--- src/rvPkg.sv ---
/*
 * RV32 only. Instructions are one 32-bit word, so Xlen must stay 32.
 * Select encodings must match those of the external controller.
 */
package rvPkg;

    localparam int Xlen     = 32;
    localparam int RegAddrW = 5;

    localparam logic [Xlen-1:0] PcStart = '0;

    localparam logic [6:0] OpBranch = 7'b1100011;
    localparam logic [6:0] OpJal    = 7'b1101111;
    localparam logic [6:0] OpImm    = 7'b0010011;
    localparam logic [6:0] OpReg    = 7'b0110011;
    localparam logic [6:0] OpLoad   = 7'b0000011;
    localparam logic [6:0] OpStore  = 7'b0100011;
    localparam logic [6:0] OpLui    = 7'b0110111;

    localparam logic [2:0] Funct3Beq = 3'b000;
    localparam logic [2:0] Funct3Bne = 3'b001;

    // addi x0,x0,0
    localparam logic [31:0] NopInstr = 32'h0000_0013;

    typedef enum logic [2:0] {
        ImmI = 3'd0,
        ImmS = 3'd1,
        ImmB = 3'd2,
        ImmJ = 3'd3,
        ImmU = 3'd4
    } immSrcT;

    typedef enum logic [1:0] {
        FwdReg = 2'b00,
        FwdWb  = 2'b01,
        FwdMem = 2'b10
    } forwardT;

    typedef enum logic [1:0] {
        ResMem     = 2'b00,
        ResAlu     = 2'b01,
        ResPcPlus4 = 2'b10,
        ResImm     = 2'b11
    } resultSrcT;

    typedef enum logic [2:0] {
        AluAdd = 3'b000,
        AluSub = 3'b001,
        AluAnd = 3'b010,
        AluOr  = 3'b011,
        AluSlt = 3'b101
    } aluCtrlT;

    typedef struct packed {
        logic [11:0] imm;
        logic [4:0]  rs1;
        logic [2:0]  funct3;
        logic [4:0]  rd;
        logic [6:0]  opcode;
    } iFormatT;

    typedef struct packed {
        logic [6:0] immHi;
        logic [4:0] rs2;
        logic [4:0] rs1;
        logic [2:0] funct3;
        logic [4:0] immLo;
        logic [6:0] opcode;
    } sFormatT;

    // Branch offset bits are scattered over the word
    typedef struct packed {
        logic       imm12;
        logic [5:0] imm10to5;
        logic [4:0] rs2;
        logic [4:0] rs1;
        logic [2:0] funct3;
        logic [3:0] imm4to1;
        logic       imm11;
        logic [6:0] opcode;
    } bFormatT;

    typedef struct packed {
        logic       imm20;
        logic [9:0] imm10to1;
        logic       imm11;
        logic [7:0] imm19to12;
        logic [4:0] rd;
        logic [6:0] opcode;
    } jFormatT;

    typedef struct packed {
        logic [19:0] imm;
        logic [4:0]  rd;
        logic [6:0]  opcode;
    } uFormatT;

    typedef union packed {
        iFormatT iView;
        sFormatT sView;
        bFormatT bView;
        jFormatT jView;
        uFormatT uView;
    } instrWordT;

endpackage

--- src/alu.sv ---
/*
 * Integer ALU: add, sub, and, or, signed slt.
 * Unused control codes give zero.
 */
`timescale 1ns/1ns

module alu #(
    parameter int Xlen = 32
) (
    input  logic [Xlen-1:0] a_i,
    input  logic [Xlen-1:0] b_i,
    input  rvPkg::aluCtrlT  aluControl_i,
    output logic [Xlen-1:0] result_o,
    output logic            zero_o
);

    always_comb begin
        case (aluControl_i)
            rvPkg::AluAdd: result_o = a_i + b_i;
            rvPkg::AluSub: result_o = a_i - b_i;
            rvPkg::AluAnd: result_o = a_i & b_i;
            rvPkg::AluOr:  result_o = a_i | b_i;
            // Signed compare, result in bit 0
            rvPkg::AluSlt: result_o = Xlen'($signed(a_i) < $signed(b_i));
            default:       result_o = '0;
        endcase
    end

    // Used by beq and bne in execute
    assign zero_o = (result_o == '0);

endmodule

--- src/immExtend.sv ---
/*
 * Sign-extended immediate for the decode instruction.
 * An unknown format gives zero.
 */
`timescale 1ns/1ns

module immExtend #(
    parameter int Xlen = 32
) (
    input  rvPkg::instrWordT InstrD_i,
    input  rvPkg::immSrcT    ImmSrcD_i,
    output logic [Xlen-1:0]  ExtImmD_o
);

    // Each format is built as a signed value and then widened to Xlen
    always_comb begin
        case (ImmSrcD_i)
            rvPkg::ImmI: ExtImmD_o = Xlen'($signed(InstrD_i.iView.imm));
            rvPkg::ImmS: ExtImmD_o = Xlen'($signed({InstrD_i.sView.immHi,
                                                    InstrD_i.sView.immLo}));
            rvPkg::ImmB: ExtImmD_o = Xlen'($signed({InstrD_i.bView.imm12,
                                                    InstrD_i.bView.imm11,
                                                    InstrD_i.bView.imm10to5,
                                                    InstrD_i.bView.imm4to1,
                                                    1'b0}));
            rvPkg::ImmJ: ExtImmD_o = Xlen'($signed({InstrD_i.jView.imm20,
                                                    InstrD_i.jView.imm19to12,
                                                    InstrD_i.jView.imm11,
                                                    InstrD_i.jView.imm10to1,
                                                    1'b0}));
            // Upper 20 bits, low 12 cleared
            rvPkg::ImmU: ExtImmD_o = Xlen'($signed({InstrD_i.uView.imm, 12'b0}));
            default:     ExtImmD_o = '0;
        endcase
    end

endmodule

--- src/regFile.sv ---
/*
 * Register file, two reads and one write on clk, x0 reads as zero.
 * A read of the register being written returns the write data.
 */
`timescale 1ns/1ns

module regFile #(
    parameter int Xlen     = 32,
    parameter int RegAddrW = 5
) (
    input  logic                clk,
    input  logic                reset,
    input  logic [RegAddrW-1:0] Rs1_i,
    input  logic [RegAddrW-1:0] Rs2_i,
    input  logic [RegAddrW-1:0] Rd_i,
    input  logic                We_i,
    input  logic [Xlen-1:0]     Wd_i,
    output logic [Xlen-1:0]     Rd1_o,
    output logic [Xlen-1:0]     Rd2_o
);

    // x0 has no storage
    logic [Xlen-1:0] regs [1:(2**RegAddrW)-1];

    always_ff @(posedge clk) begin
        if (reset) begin
            for (int i = 1; i < 2**RegAddrW; i++) begin
                regs[i] <= '0;
            end
        end else if (We_i && (Rd_i != '0)) begin
            regs[Rd_i] <= Wd_i;
        end
    end

    function automatic logic [Xlen-1:0] readReg(input logic [RegAddrW-1:0] addr);
        if (addr == '0) begin
            return '0;
        end else if (We_i && (addr == Rd_i)) begin
            // Bypass the write of this cycle
            return Wd_i;
        end
        return regs[addr];
    endfunction

    always_comb begin
        Rd1_o = readReg(Rs1_i);
        Rd2_o = readReg(Rs2_i);
    end

endmodule

--- src/fetchDecode.sv ---
/*
 * PC register and decode register. Fetch is sequential unless execute redirects.
 * Flush loads a NOP into decode. Stall holds the PC or the decode register.
 */
`timescale 1ns/1ns

module fetchDecode #(
    parameter int              Xlen     = 32,
    parameter int              RegAddrW = 5,
    parameter logic [Xlen-1:0] PcStart  = '0
) (
    input  logic                clk,
    input  logic                reset,
    input  logic                StallF_i,
    input  logic                StallD_i,
    input  logic                FlushD_i,
    input  rvPkg::instrWordT    InstrF_i,
    input  logic                Mispredict_i,
    input  logic [Xlen-1:0]     PCTargetE_i,
    output logic [Xlen-1:0]     PCF_o,
    output rvPkg::instrWordT    InstrD_o,
    output logic [Xlen-1:0]     PCD_o,
    output logic [Xlen-1:0]     PCPlus4D_o,
    output logic [6:0]          op_o,
    output logic [2:0]          funct3_o,
    output logic                funct7b5_o,
    output logic [RegAddrW-1:0] Rs1D_o,
    output logic [RegAddrW-1:0] Rs2D_o,
    output logic [RegAddrW-1:0] RdD_o
);

    logic [Xlen-1:0] pcPlus4F;

    assign pcPlus4F = PCF_o + Xlen'(4);

    // Branches are predicted not taken, so only execute can redirect
    always_ff @(posedge clk) begin
        if (reset) begin
            PCF_o <= PcStart;
        end else if (!StallF_i) begin
            PCF_o <= Mispredict_i ? PCTargetE_i : pcPlus4F;
        end
    end

    always_ff @(posedge clk) begin
        if (reset || FlushD_i) begin
            InstrD_o   <= rvPkg::NopInstr;
            PCD_o      <= '0;
            PCPlus4D_o <= '0;
        end else if (!StallD_i) begin
            InstrD_o   <= InstrF_i;
            PCD_o      <= PCF_o;
            PCPlus4D_o <= pcPlus4F;
        end
    end

    // Fields for the controller and the register file
    assign op_o     = InstrD_o.iView.opcode;
    assign funct3_o = InstrD_o.iView.funct3;
    assign Rs1D_o   = InstrD_o.iView.rs1;
    assign RdD_o    = InstrD_o.iView.rd;
    assign Rs2D_o   = InstrD_o.sView.rs2;
    // funct7 bit 5 sits in the S upper immediate field
    assign funct7b5_o = InstrD_o.sView.immHi[5];

endmodule

--- src/executeStage.sv ---
/*
 * Execute register, operand forwarding, ALU and branch resolution.
 * Only beq, bne and jal redirect. Flush clears the stage to a bubble.
 */
`timescale 1ns/1ns

module executeStage #(
    parameter int Xlen     = 32,
    parameter int RegAddrW = 5
) (
    input  logic                clk,
    input  logic                reset,
    input  logic                FlushE_i,
    input  logic [Xlen-1:0]     Rd1D_i,
    input  logic [Xlen-1:0]     Rd2D_i,
    input  logic [Xlen-1:0]     PCD_i,
    input  logic [Xlen-1:0]     PCPlus4D_i,
    input  logic [Xlen-1:0]     ExtImmD_i,
    input  logic [6:0]          op_i,
    input  logic [2:0]          funct3_i,
    input  logic [RegAddrW-1:0] Rs1D_i,
    input  logic [RegAddrW-1:0] Rs2D_i,
    input  logic [RegAddrW-1:0] RdD_i,
    input  logic                ALUSrcE_i,
    input  rvPkg::aluCtrlT      ALUControlE_i,
    input  rvPkg::forwardT      ForwardAE_i,
    input  rvPkg::forwardT      ForwardBE_i,
    input  logic [Xlen-1:0]     ForwardDataM_i,
    input  logic [Xlen-1:0]     ResultW_i,
    output logic [RegAddrW-1:0] Rs1E_o,
    output logic [RegAddrW-1:0] Rs2E_o,
    output logic [RegAddrW-1:0] RdE_o,
    output logic [Xlen-1:0]     ALUResultE_o,
    output logic [Xlen-1:0]     WriteDataE_o,
    output logic [Xlen-1:0]     ExtImmE_o,
    output logic [Xlen-1:0]     PCPlus4E_o,
    output logic [Xlen-1:0]     PCTargetE_o,
    output logic                ZeroE_o,
    output logic                Mispredict_o
);

    logic [Xlen-1:0] rd1E;
    logic [Xlen-1:0] rd2E;
    logic [Xlen-1:0] pcE;
    logic [6:0]      opE;
    logic [2:0]      funct3E;
    logic [Xlen-1:0] srcAE;
    logic [Xlen-1:0] srcBE;
    logic            branchTakenE;

    always_ff @(posedge clk) begin
        if (reset || FlushE_i) begin
            rd1E       <= '0;
            rd2E       <= '0;
            pcE        <= '0;
            PCPlus4E_o <= '0;
            ExtImmE_o  <= '0;
            opE        <= '0;
            funct3E    <= '0;
            Rs1E_o     <= '0;
            Rs2E_o     <= '0;
            RdE_o      <= '0;
        end else begin
            rd1E       <= Rd1D_i;
            rd2E       <= Rd2D_i;
            pcE        <= PCD_i;
            PCPlus4E_o <= PCPlus4D_i;
            ExtImmE_o  <= ExtImmD_i;
            opE        <= op_i;
            funct3E    <= funct3_i;
            Rs1E_o     <= Rs1D_i;
            Rs2E_o     <= Rs2D_i;
            RdE_o      <= RdD_i;
        end
    end

    // Same selection for both operands
    function automatic logic [Xlen-1:0] pickOperand(
        input rvPkg::forwardT  sel,
        input logic [Xlen-1:0] regVal,
        input logic [Xlen-1:0] wbVal,
        input logic [Xlen-1:0] memVal
    );
        case (sel)
            rvPkg::FwdWb:  return wbVal;
            rvPkg::FwdMem: return memVal;
            default:       return regVal;
        endcase
    endfunction

    assign srcAE        = pickOperand(ForwardAE_i, rd1E, ResultW_i, ForwardDataM_i);
    assign WriteDataE_o = pickOperand(ForwardBE_i, rd2E, ResultW_i, ForwardDataM_i);
    assign srcBE        = ALUSrcE_i ? ExtImmE_o : WriteDataE_o;

    alu #(
        .Xlen(Xlen)
    ) alu_i (
        .a_i         (srcAE),
        .b_i         (srcBE),
        .aluControl_i(ALUControlE_i),
        .result_o    (ALUResultE_o),
        .zero_o      (ZeroE_o)
    );

    // The controller sets AluSub for branches, so zero means equal
    assign branchTakenE = (opE == rvPkg::OpBranch) &&
                          (((funct3E == rvPkg::Funct3Beq) && ZeroE_o) ||
                           ((funct3E == rvPkg::Funct3Bne) && !ZeroE_o));

    // Predicted not taken, so every taken branch or jump mispredicts
    assign Mispredict_o = branchTakenE || (opE == rvPkg::OpJal);
    assign PCTargetE_o  = pcE + ExtImmE_o;

endmodule

--- src/memWriteback.sv ---
/*
 * Memory and writeback registers with their result selects.
 * Memory data is read combinationally outside and arrives on ReadDataM_i.
 */
`timescale 1ns/1ns

module memWriteback #(
    parameter int Xlen     = 32,
    parameter int RegAddrW = 5
) (
    input  logic                clk,
    input  logic                reset,
    input  logic [Xlen-1:0]     ALUResultE_i,
    input  logic [Xlen-1:0]     WriteDataE_i,
    input  logic [Xlen-1:0]     ExtImmE_i,
    input  logic [Xlen-1:0]     PCPlus4E_i,
    input  logic [RegAddrW-1:0] RdE_i,
    input  rvPkg::resultSrcT    ResultSrcM_i,
    input  rvPkg::resultSrcT    ResultSrcW_i,
    input  logic [Xlen-1:0]     ReadDataM_i,
    output logic [Xlen-1:0]     ALUResultM_o,
    output logic [Xlen-1:0]     WriteDataM_o,
    output logic [RegAddrW-1:0] RdM_o,
    output logic [Xlen-1:0]     ForwardDataM_o,
    output logic [Xlen-1:0]     ResultW_o,
    output logic [RegAddrW-1:0] RdW_o
);

    logic [Xlen-1:0] extImmM;
    logic [Xlen-1:0] pcPlus4M;
    logic [Xlen-1:0] aluResultW;
    logic [Xlen-1:0] readDataW;
    logic [Xlen-1:0] extImmW;
    logic [Xlen-1:0] pcPlus4W;

    always_ff @(posedge clk) begin
        if (reset) begin
            ALUResultM_o <= '0;
            RdM_o        <= '0;
            RdW_o        <= '0;
        end else begin
            ALUResultM_o <= ALUResultE_i;
            RdM_o        <= RdE_i;
            RdW_o        <= RdM_o;
        end
    end

    always_ff @(posedge clk) begin
        WriteDataM_o <= WriteDataE_i;
        extImmM      <= ExtImmE_i;
        pcPlus4M     <= PCPlus4E_i;
        aluResultW   <= ALUResultM_o;
        readDataW    <= ReadDataM_i;
        extImmW      <= extImmM;
        pcPlus4W     <= pcPlus4M;
    end

    // Load data is not ready here, so a load cannot forward from memory
    always_comb begin
        case (ResultSrcM_i)
            rvPkg::ResAlu:     ForwardDataM_o = ALUResultM_o;
            rvPkg::ResPcPlus4: ForwardDataM_o = pcPlus4M;
            rvPkg::ResImm:     ForwardDataM_o = extImmM;
            default:           ForwardDataM_o = '0;
        endcase
    end

    always_comb begin
        case (ResultSrcW_i)
            rvPkg::ResMem:     ResultW_o = readDataW;
            rvPkg::ResAlu:     ResultW_o = aluResultW;
            rvPkg::ResPcPlus4: ResultW_o = pcPlus4W;
            default:           ResultW_o = extImmW;
        endcase
    end

endmodule

--- src/pipelineDatapath.sv ---
/*
 * Five-stage RV32 datapath. Controller and hazard unit are external.
 * Execute and later stages never stall, so flush execute while decode stalls.
 */
`timescale 1ns/1ns

module pipelineDatapath #(
    parameter int              Xlen     = rvPkg::Xlen,
    parameter int              RegAddrW = rvPkg::RegAddrW,
    parameter logic [Xlen-1:0] PcStart  = rvPkg::PcStart
) (
    input  logic                clk,
    input  logic                reset,
    input  logic                StallF_i,
    input  logic                StallD_i,
    input  logic                FlushD_i,
    input  logic                FlushE_i,
    input  logic [Xlen-1:0]     InstrF_i,
    input  rvPkg::immSrcT       ImmSrcD_i,
    input  logic                RegWriteW_i,
    input  logic                ALUSrcE_i,
    input  rvPkg::aluCtrlT      ALUControlE_i,
    input  rvPkg::forwardT      ForwardAE_i,
    input  rvPkg::forwardT      ForwardBE_i,
    input  rvPkg::resultSrcT    ResultSrcM_i,
    input  rvPkg::resultSrcT    ResultSrcW_i,
    input  logic [Xlen-1:0]     ReadDataM_i,
    output logic [Xlen-1:0]     PCF_o,
    output logic [6:0]          op_o,
    output logic [2:0]          funct3_o,
    output logic                funct7b5_o,
    output logic [RegAddrW-1:0] Rs1D_o,
    output logic [RegAddrW-1:0] Rs2D_o,
    output logic [RegAddrW-1:0] RdD_o,
    output logic [RegAddrW-1:0] Rs1E_o,
    output logic [RegAddrW-1:0] Rs2E_o,
    output logic [RegAddrW-1:0] RdE_o,
    output logic                ZeroE_o,
    output logic                Mispredict_o,
    output logic [RegAddrW-1:0] RdM_o,
    output logic [Xlen-1:0]     ALUResultM_o,
    output logic [Xlen-1:0]     WriteDataM_o,
    output logic [RegAddrW-1:0] RdW_o
);

    rvPkg::instrWordT instrD;
    logic [Xlen-1:0]  pcD;
    logic [Xlen-1:0]  pcPlus4D;
    logic [Xlen-1:0]  rd1D;
    logic [Xlen-1:0]  rd2D;
    logic [Xlen-1:0]  extImmD;
    logic [Xlen-1:0]  aluResultE;
    logic [Xlen-1:0]  writeDataE;
    logic [Xlen-1:0]  extImmE;
    logic [Xlen-1:0]  pcPlus4E;
    logic [Xlen-1:0]  pcTargetE;
    logic [Xlen-1:0]  forwardDataM;
    logic [Xlen-1:0]  resultW;

    fetchDecode #(
        .Xlen    (Xlen),
        .RegAddrW(RegAddrW),
        .PcStart (PcStart)
    ) fetchDecode_i (
        .clk         (clk),
        .reset       (reset),
        .StallF_i    (StallF_i),
        .StallD_i    (StallD_i),
        .FlushD_i    (FlushD_i),
        .InstrF_i    (InstrF_i),
        .Mispredict_i(Mispredict_o),
        .PCTargetE_i (pcTargetE),
        .PCF_o       (PCF_o),
        .InstrD_o    (instrD),
        .PCD_o       (pcD),
        .PCPlus4D_o  (pcPlus4D),
        .op_o        (op_o),
        .funct3_o    (funct3_o),
        .funct7b5_o  (funct7b5_o),
        .Rs1D_o      (Rs1D_o),
        .Rs2D_o      (Rs2D_o),
        .RdD_o       (RdD_o)
    );

    // Written from writeback, read in decode
    regFile #(
        .Xlen    (Xlen),
        .RegAddrW(RegAddrW)
    ) regFile_i (
        .clk  (clk),
        .reset(reset),
        .Rs1_i(Rs1D_o),
        .Rs2_i(Rs2D_o),
        .Rd_i (RdW_o),
        .We_i (RegWriteW_i),
        .Wd_i (resultW),
        .Rd1_o(rd1D),
        .Rd2_o(rd2D)
    );

    immExtend #(
        .Xlen(Xlen)
    ) immExtend_i (
        .InstrD_i (instrD),
        .ImmSrcD_i(ImmSrcD_i),
        .ExtImmD_o(extImmD)
    );

    executeStage #(
        .Xlen    (Xlen),
        .RegAddrW(RegAddrW)
    ) executeStage_i (
        .clk           (clk),
        .reset         (reset),
        .FlushE_i      (FlushE_i),
        .Rd1D_i        (rd1D),
        .Rd2D_i        (rd2D),
        .PCD_i         (pcD),
        .PCPlus4D_i    (pcPlus4D),
        .ExtImmD_i     (extImmD),
        .op_i          (op_o),
        .funct3_i      (funct3_o),
        .Rs1D_i        (Rs1D_o),
        .Rs2D_i        (Rs2D_o),
        .RdD_i         (RdD_o),
        .ALUSrcE_i     (ALUSrcE_i),
        .ALUControlE_i (ALUControlE_i),
        .ForwardAE_i   (ForwardAE_i),
        .ForwardBE_i   (ForwardBE_i),
        .ForwardDataM_i(forwardDataM),
        .ResultW_i     (resultW),
        .Rs1E_o        (Rs1E_o),
        .Rs2E_o        (Rs2E_o),
        .RdE_o         (RdE_o),
        .ALUResultE_o  (aluResultE),
        .WriteDataE_o  (writeDataE),
        .ExtImmE_o     (extImmE),
        .PCPlus4E_o    (pcPlus4E),
        .PCTargetE_o   (pcTargetE),
        .ZeroE_o       (ZeroE_o),
        .Mispredict_o  (Mispredict_o)
    );

    memWriteback #(
        .Xlen    (Xlen),
        .RegAddrW(RegAddrW)
    ) memWriteback_i (
        .clk           (clk),
        .reset         (reset),
        .ALUResultE_i  (aluResultE),
        .WriteDataE_i  (writeDataE),
        .ExtImmE_i     (extImmE),
        .PCPlus4E_i    (pcPlus4E),
        .RdE_i         (RdE_o),
        .ResultSrcM_i  (ResultSrcM_i),
        .ResultSrcW_i  (ResultSrcW_i),
        .ReadDataM_i   (ReadDataM_i),
        .ALUResultM_o  (ALUResultM_o),
        .WriteDataM_o  (WriteDataM_o),
        .RdM_o         (RdM_o),
        .ForwardDataM_o(forwardDataM),
        .ResultW_o     (resultW),
        .RdW_o         (RdW_o)
    );

endmodule

--- config.mk ---
export PLATFORM = sky130hd
export DESIGN_NAME = pipelineDatapath
export DESIGN_NICKNAME = d
export VERILOG_FILES = /design/src/rvPkg.sv /design/src/alu.sv /design/src/immExtend.sv /design/src/regFile.sv /design/src/fetchDecode.sv /design/src/executeStage.sv /design/src/memWriteback.sv /design/src/pipelineDatapath.sv
export SDC_FILE = /design/constraint.sdc
export NUM_CORES = 2
export LEC_CHECK = 0
export BUFFER_PORTS_ARGS = -buffer_cell sky130_fd_sc_hd__buf_2
export CAP_MARGIN = 10
export CORE_MARGIN = 2
export CORE_UTILIZATION = 55
export CTS_CLUSTER_SIZE = 10
export DETAILED_ROUTE_END_ITERATION = 6
export PLACE_DENSITY = 0.72
export SLEW_MARGIN = 10
export SYNTH_ARGS = -nofsm -noshare
export SYNTH_HDL_FRONTEND = slang
export SYNTH_HIERARCHICAL = 1
export SYNTH_SLANG_ARGS = --single-unit
--- constraint.sdc ---
create_clock -name clk -period 18.2 [get_ports clk]
set_input_delay 0.91 -clock clk [delete_from_list [all_inputs] [get_ports clk]]
set_output_delay 0.91 -clock clk [all_outputs]
set_load 0.005 [all_outputs]
==> impl_metrics.json <==
{
  "initial_core_util_pct": 55.3,
  "drt_wl_total_mm": 295,
  "design.portCount": 235,
  "synthFlopType": "edfxtp_1",
  "yosysTopAreaCell": "edfxtp_1",
  "grt_pass1_vias": 57900,
  "synth_edf_count": 1024,
  "min_period_ns": 10.01,
  "status": "complete, no violations",
  "placed_cells": 8428,
  "synth.ff_latch_count": 1601,
  "fin_cells": 8719,
  "synth_top_area_share_pct": 37.2,
  "io_buffers": 234,
  "syn_to_final_growth_pct": 9.19,
  "clock_latency_ns": 0.85,
  "cts_sinks": 1601,
  "power.density_nw_per_um2": 90.8,
  "power_leakage_nw": 33.0,
  "drt_iter0_drc": 8750,
  "die_area_um2": 153000,
  "rows": 142,
  "ant_nets": 0,
  "cts_hold_buffers": 0,
  "clk_pin_slew_ns": 0.05,
  "hold_viol": 0,
  "cts_tree": "done",
  "finalInstanceArea_um2": 90200,
  "reg2reg_from": "memWriteback_i/readDataW[0]",
  "cts_htree_levels": 4,
  "yosysWarnings": 6,
  "worstRegToRegCells": 24,
  "fillers": 11600,
  "min_path_cells": 1,
  "critPathRequiredTime_ns": 17.29,
  "hold_path_end": "memWriteback_i/readDataW[0]",
  "tns_ns": 0,
  "critPathKind": "in2out",
  "cp-start-kind": "primary input",
  "first_pass_iters": 6,
  "cp_max_fo": 73,
  "grt_max_degree": 89,
  "max_freq_mhz": 99.9,
  "cts_resized": 0,
  "synth_area_um2": 82600,
  "grt_pass1_wl_mm": 413,
  "vias": 60000,
  "hold_path_class": "in2reg",
  "reg2reg_slack_ns": 9.42,
  "place_area_um2": 84900,
  "die_w_um": 392,
  "skew_ns": 0.0508,
  "synth_top_cells_by_area": "edfxtp_1 (37%), dfxtp_1 (14%), mux4_2 (13%)",
  "relSlewSlack_pct": 5.07,
  "maxCapViolCount": 0,
  "routabilityCongestion": 1.00,
  "core-area_um2": 149000,
  "overflow": 0,
  "async_reset_ff_share_pct": 0,
  "drive_gt1_share_pct": 20.0,
  "worst_pin_slew_ns": 1.41,
  "setup_viol": 0,
  "die_h_um": 392,
  "wl_per_cell_um": 33.9,
  "final_max_slew_viol_count": 0,
  "ir_drop_v": 0.0000993,
  "cp-end-kind": "primary output",
  "via_per_inst": 6.88,
  "cts_setup_buffers": 0,
  "final.period_utilization_pct": 55.0,
  "clock_path_buffers": 3,
  "fin_nets": 6831,
  "rsz0062_at_grt": "no",
  "r2r-end": "fetchDecode_i/PCF_o[24]",
  "clockRootBuffer": "clkbuf_16",
  "grt_antenna_before_repair": 32,
  "yosysSeqAreaShare_pct": 51.2,
  "yosys.cell_types.count": 112,
  "drc_errors": 0,
  "numCtsBuffers": 183,
  "syn_area_per_cell_um2": 12.5,
  "worst_ep_arrival_time_ns": 9.10,
  "hpwlAfterDp_mm": 186,
  "worstHoldStart": "ReadDataM_i[0]",
  "synthCells": 6614,
  "grtUsageTotal_pct": 38.1
}
## layout by cell type, fill, tap and decap left out, types with 31 or more instances in the layout
| cell type | Yosys | final |
|---|---|---|
| o211ai_1 | 65 | 65 |
| nand3_1 | 76 | 76 |
| a22o_1 | 37 | 37 |
| mux4_2 | 491 | 492 |
| a21oi_1 | 220 | 220 |
| nor2b_1 | 65 | 61 |
| nor2_2 | 0 | 31 |
| mux2_2 | 75 | 75 |
| ha_1 | 143 | 141 |
| buf_2 | 97 | 232 |
| nor3_1 | 36 | 35 |
| clkbuf_16 | 0 | 183 |
| a21o_1 | 40 | 40 |
| buf_4 | 47 | 154 |
| conb_1 | 1 | 32 |
| o22ai_1 | 44 | 44 |
| and2_1 | 1189 | 1188 |
| edfxtp_1 | 1024 | 1024 |
| clkbuf_1 | 414 | 59 |
| a221oi_1 | 55 | 55 |
| inv_1 | 137 | 136 |
| a22oi_1 | 125 | 125 |
| nor2_1 | 269 | 236 |
| dfxtp_1 | 577 | 569 |
| or2_2 | 38 | 38 |
| o21ai_0 | 169 | 167 |
| mux2i_1 | 293 | 293 |
| nand2_1 | 273 | 273 |
| xnor2_1 | 66 | 66 |
## registers in the layout (all words and copies together) (netlist names), 32 cells and up
register	cells
fetchDecode_i/PCD_o	32
memWriteback_i/aluResultW	32
executeStage_i/ExtImmE_o	32
memWriteback_i/WriteDataM_o	32
memWriteback_i/extImmM	32
executeStage_i/PCPlus4E_o	32
memWriteback_i/pcPlus4M	32
memWriteback_i/extImmW	32
fetchDecode_i/InstrD_o	32
memWriteback_i/pcPlus4W	32
fetchDecode_i/PCF_o	32
executeStage_i/rd2E	32
executeStage_i/rd1E	32
memWriteback_i/ALUResultM_o	32
memWriteback_i/readDataW	32
regFile_i/regs	1024
executeStage_i/pcE	32
## metal layers
| metal | vias up | share of wire, % | global-route usage, % |
|---|---|---|---|
| met3 | 1088 | 14 | 12.5 |
| met1 | 29700 | 35 | 49.2 |
| li1 | 24300 | - | - |
| met5 | - | 0.10 | 0 |
| met4 | 22 | 6.7 | 22.0 |
| met2 | 4809 | 44 | 56.4 |
## critical path: stages
cell and delay, ns:
buf_2 0.08, buf_4 0.58, nor2b_2 0.27, buf_4 0.43
a22o_1 0.26, a22oi_1 0.09, o21ai_0 0.43, mux2_2 0.28
inv_1 0.06, ha_1 0.44, nor4_1 0.65, inv_1 0.09
a2111oi_0 0.85, a21oi_1 0.20, a21oi_1 0.30, a221oi_1 0.18
a41oi_1 0.17, o311ai_0 0.20, nor4_1 0.38, and4_1 0.35
nor4bb_4 0.51, xor2_1 0.20, a22oi_1 0.09, nor3_2 0.19
buf_4 0.57, buf_2 0.23
## stage by stage
stage	setup slack [ns]	utilization, %	hold slack, ns	total power, mW
floorplan	10.96	-	0.310	4.55
global placement	8.39	56.8	0.312	4.84
detailed placement	8.46	56.8	0.312	4.86
CTS	8.45	60.3	0.128	8.17
global route	7.81	60.3	0.162	8.37
finish	8.19	60.4	0.180	8.19
## synthesized netlist by cell type, types with 36 or more instances
library cell  number
and2_1          1189
edfxtp_1        1024
dfxtp_1          577
mux4_2           491
clkbuf_1         414
mux2i_1          293
nand2_1          273
nor2_1           269
a21oi_1          220
o21ai_0          169
ha_1             143
inv_1            137
a22oi_1          125
buf_2             97
nand3_1           76
mux2_2            75
xnor2_1           66
nor2b_1           65
o211ai_1          65
a221oi_1          55
buf_4             47
o22ai_1           44
a21o_1            40
or2_2             38
a22o_1            37
nor3_1            36
## area by class of cell
type	instances	area [µm²]	share of cell area (%)
diodes	20	50.0	0.0555
multi-input cells	4284	37100	41.2
well taps	2016	2520	2.80
repair buffers	391	2400	2.67
inverters	138	519	0.576
clock inverters	23	388	0.430
flip-flops and latches	1601	42300	46.9
clock buffers	246	4860	5.38
## cells by family (layout without fill, tap and decap cells)
group           Yosys count  after routing  share of synthesized area [%]
simple gates           2121           2121                           14.5
flops                  1601           1601                           51.2
compound gates         1000           1000                           8.29
mux                     891            891                           18.6
buf+inv                 760            798                           4.18
fa+ha+maj               146            146                           2.24
xor+xnor                 94             94                           1.02
other cells               1             52                        0.00454
## how the worst max path moves through the flow
stage | startpoint | endpoint | slack (ns) | cells after the start
CTS | ResultSrcW_i[0] | Mispredict_o | 8.45 | 24
finish | ResultSrcM_i[1] | Mispredict_o | 8.19 | 26
detailed placement | ResultSrcW_i[0] | fetchDecode_i/PCF_o[0] | 8.46 | 26
floorplan | ResultSrcW_i[0] | fetchDecode_i/PCF_o[5] | 10.96 | 28
global route | ResultSrcW_i[0] | Mispredict_o | 7.81 | 24
global placement | ResultSrcW_i[0] | fetchDecode_i/PCF_o[1] | 8.39 | 26
## power by group
group	switching [mW]	internal (mW)	total (mW)
clock	1.48	1.88	3.37
sequential	0.0762	3.96	4.03
combinational	0.520	0.268	0.788
Note: power is estimated with default switching activity, not from simulation.
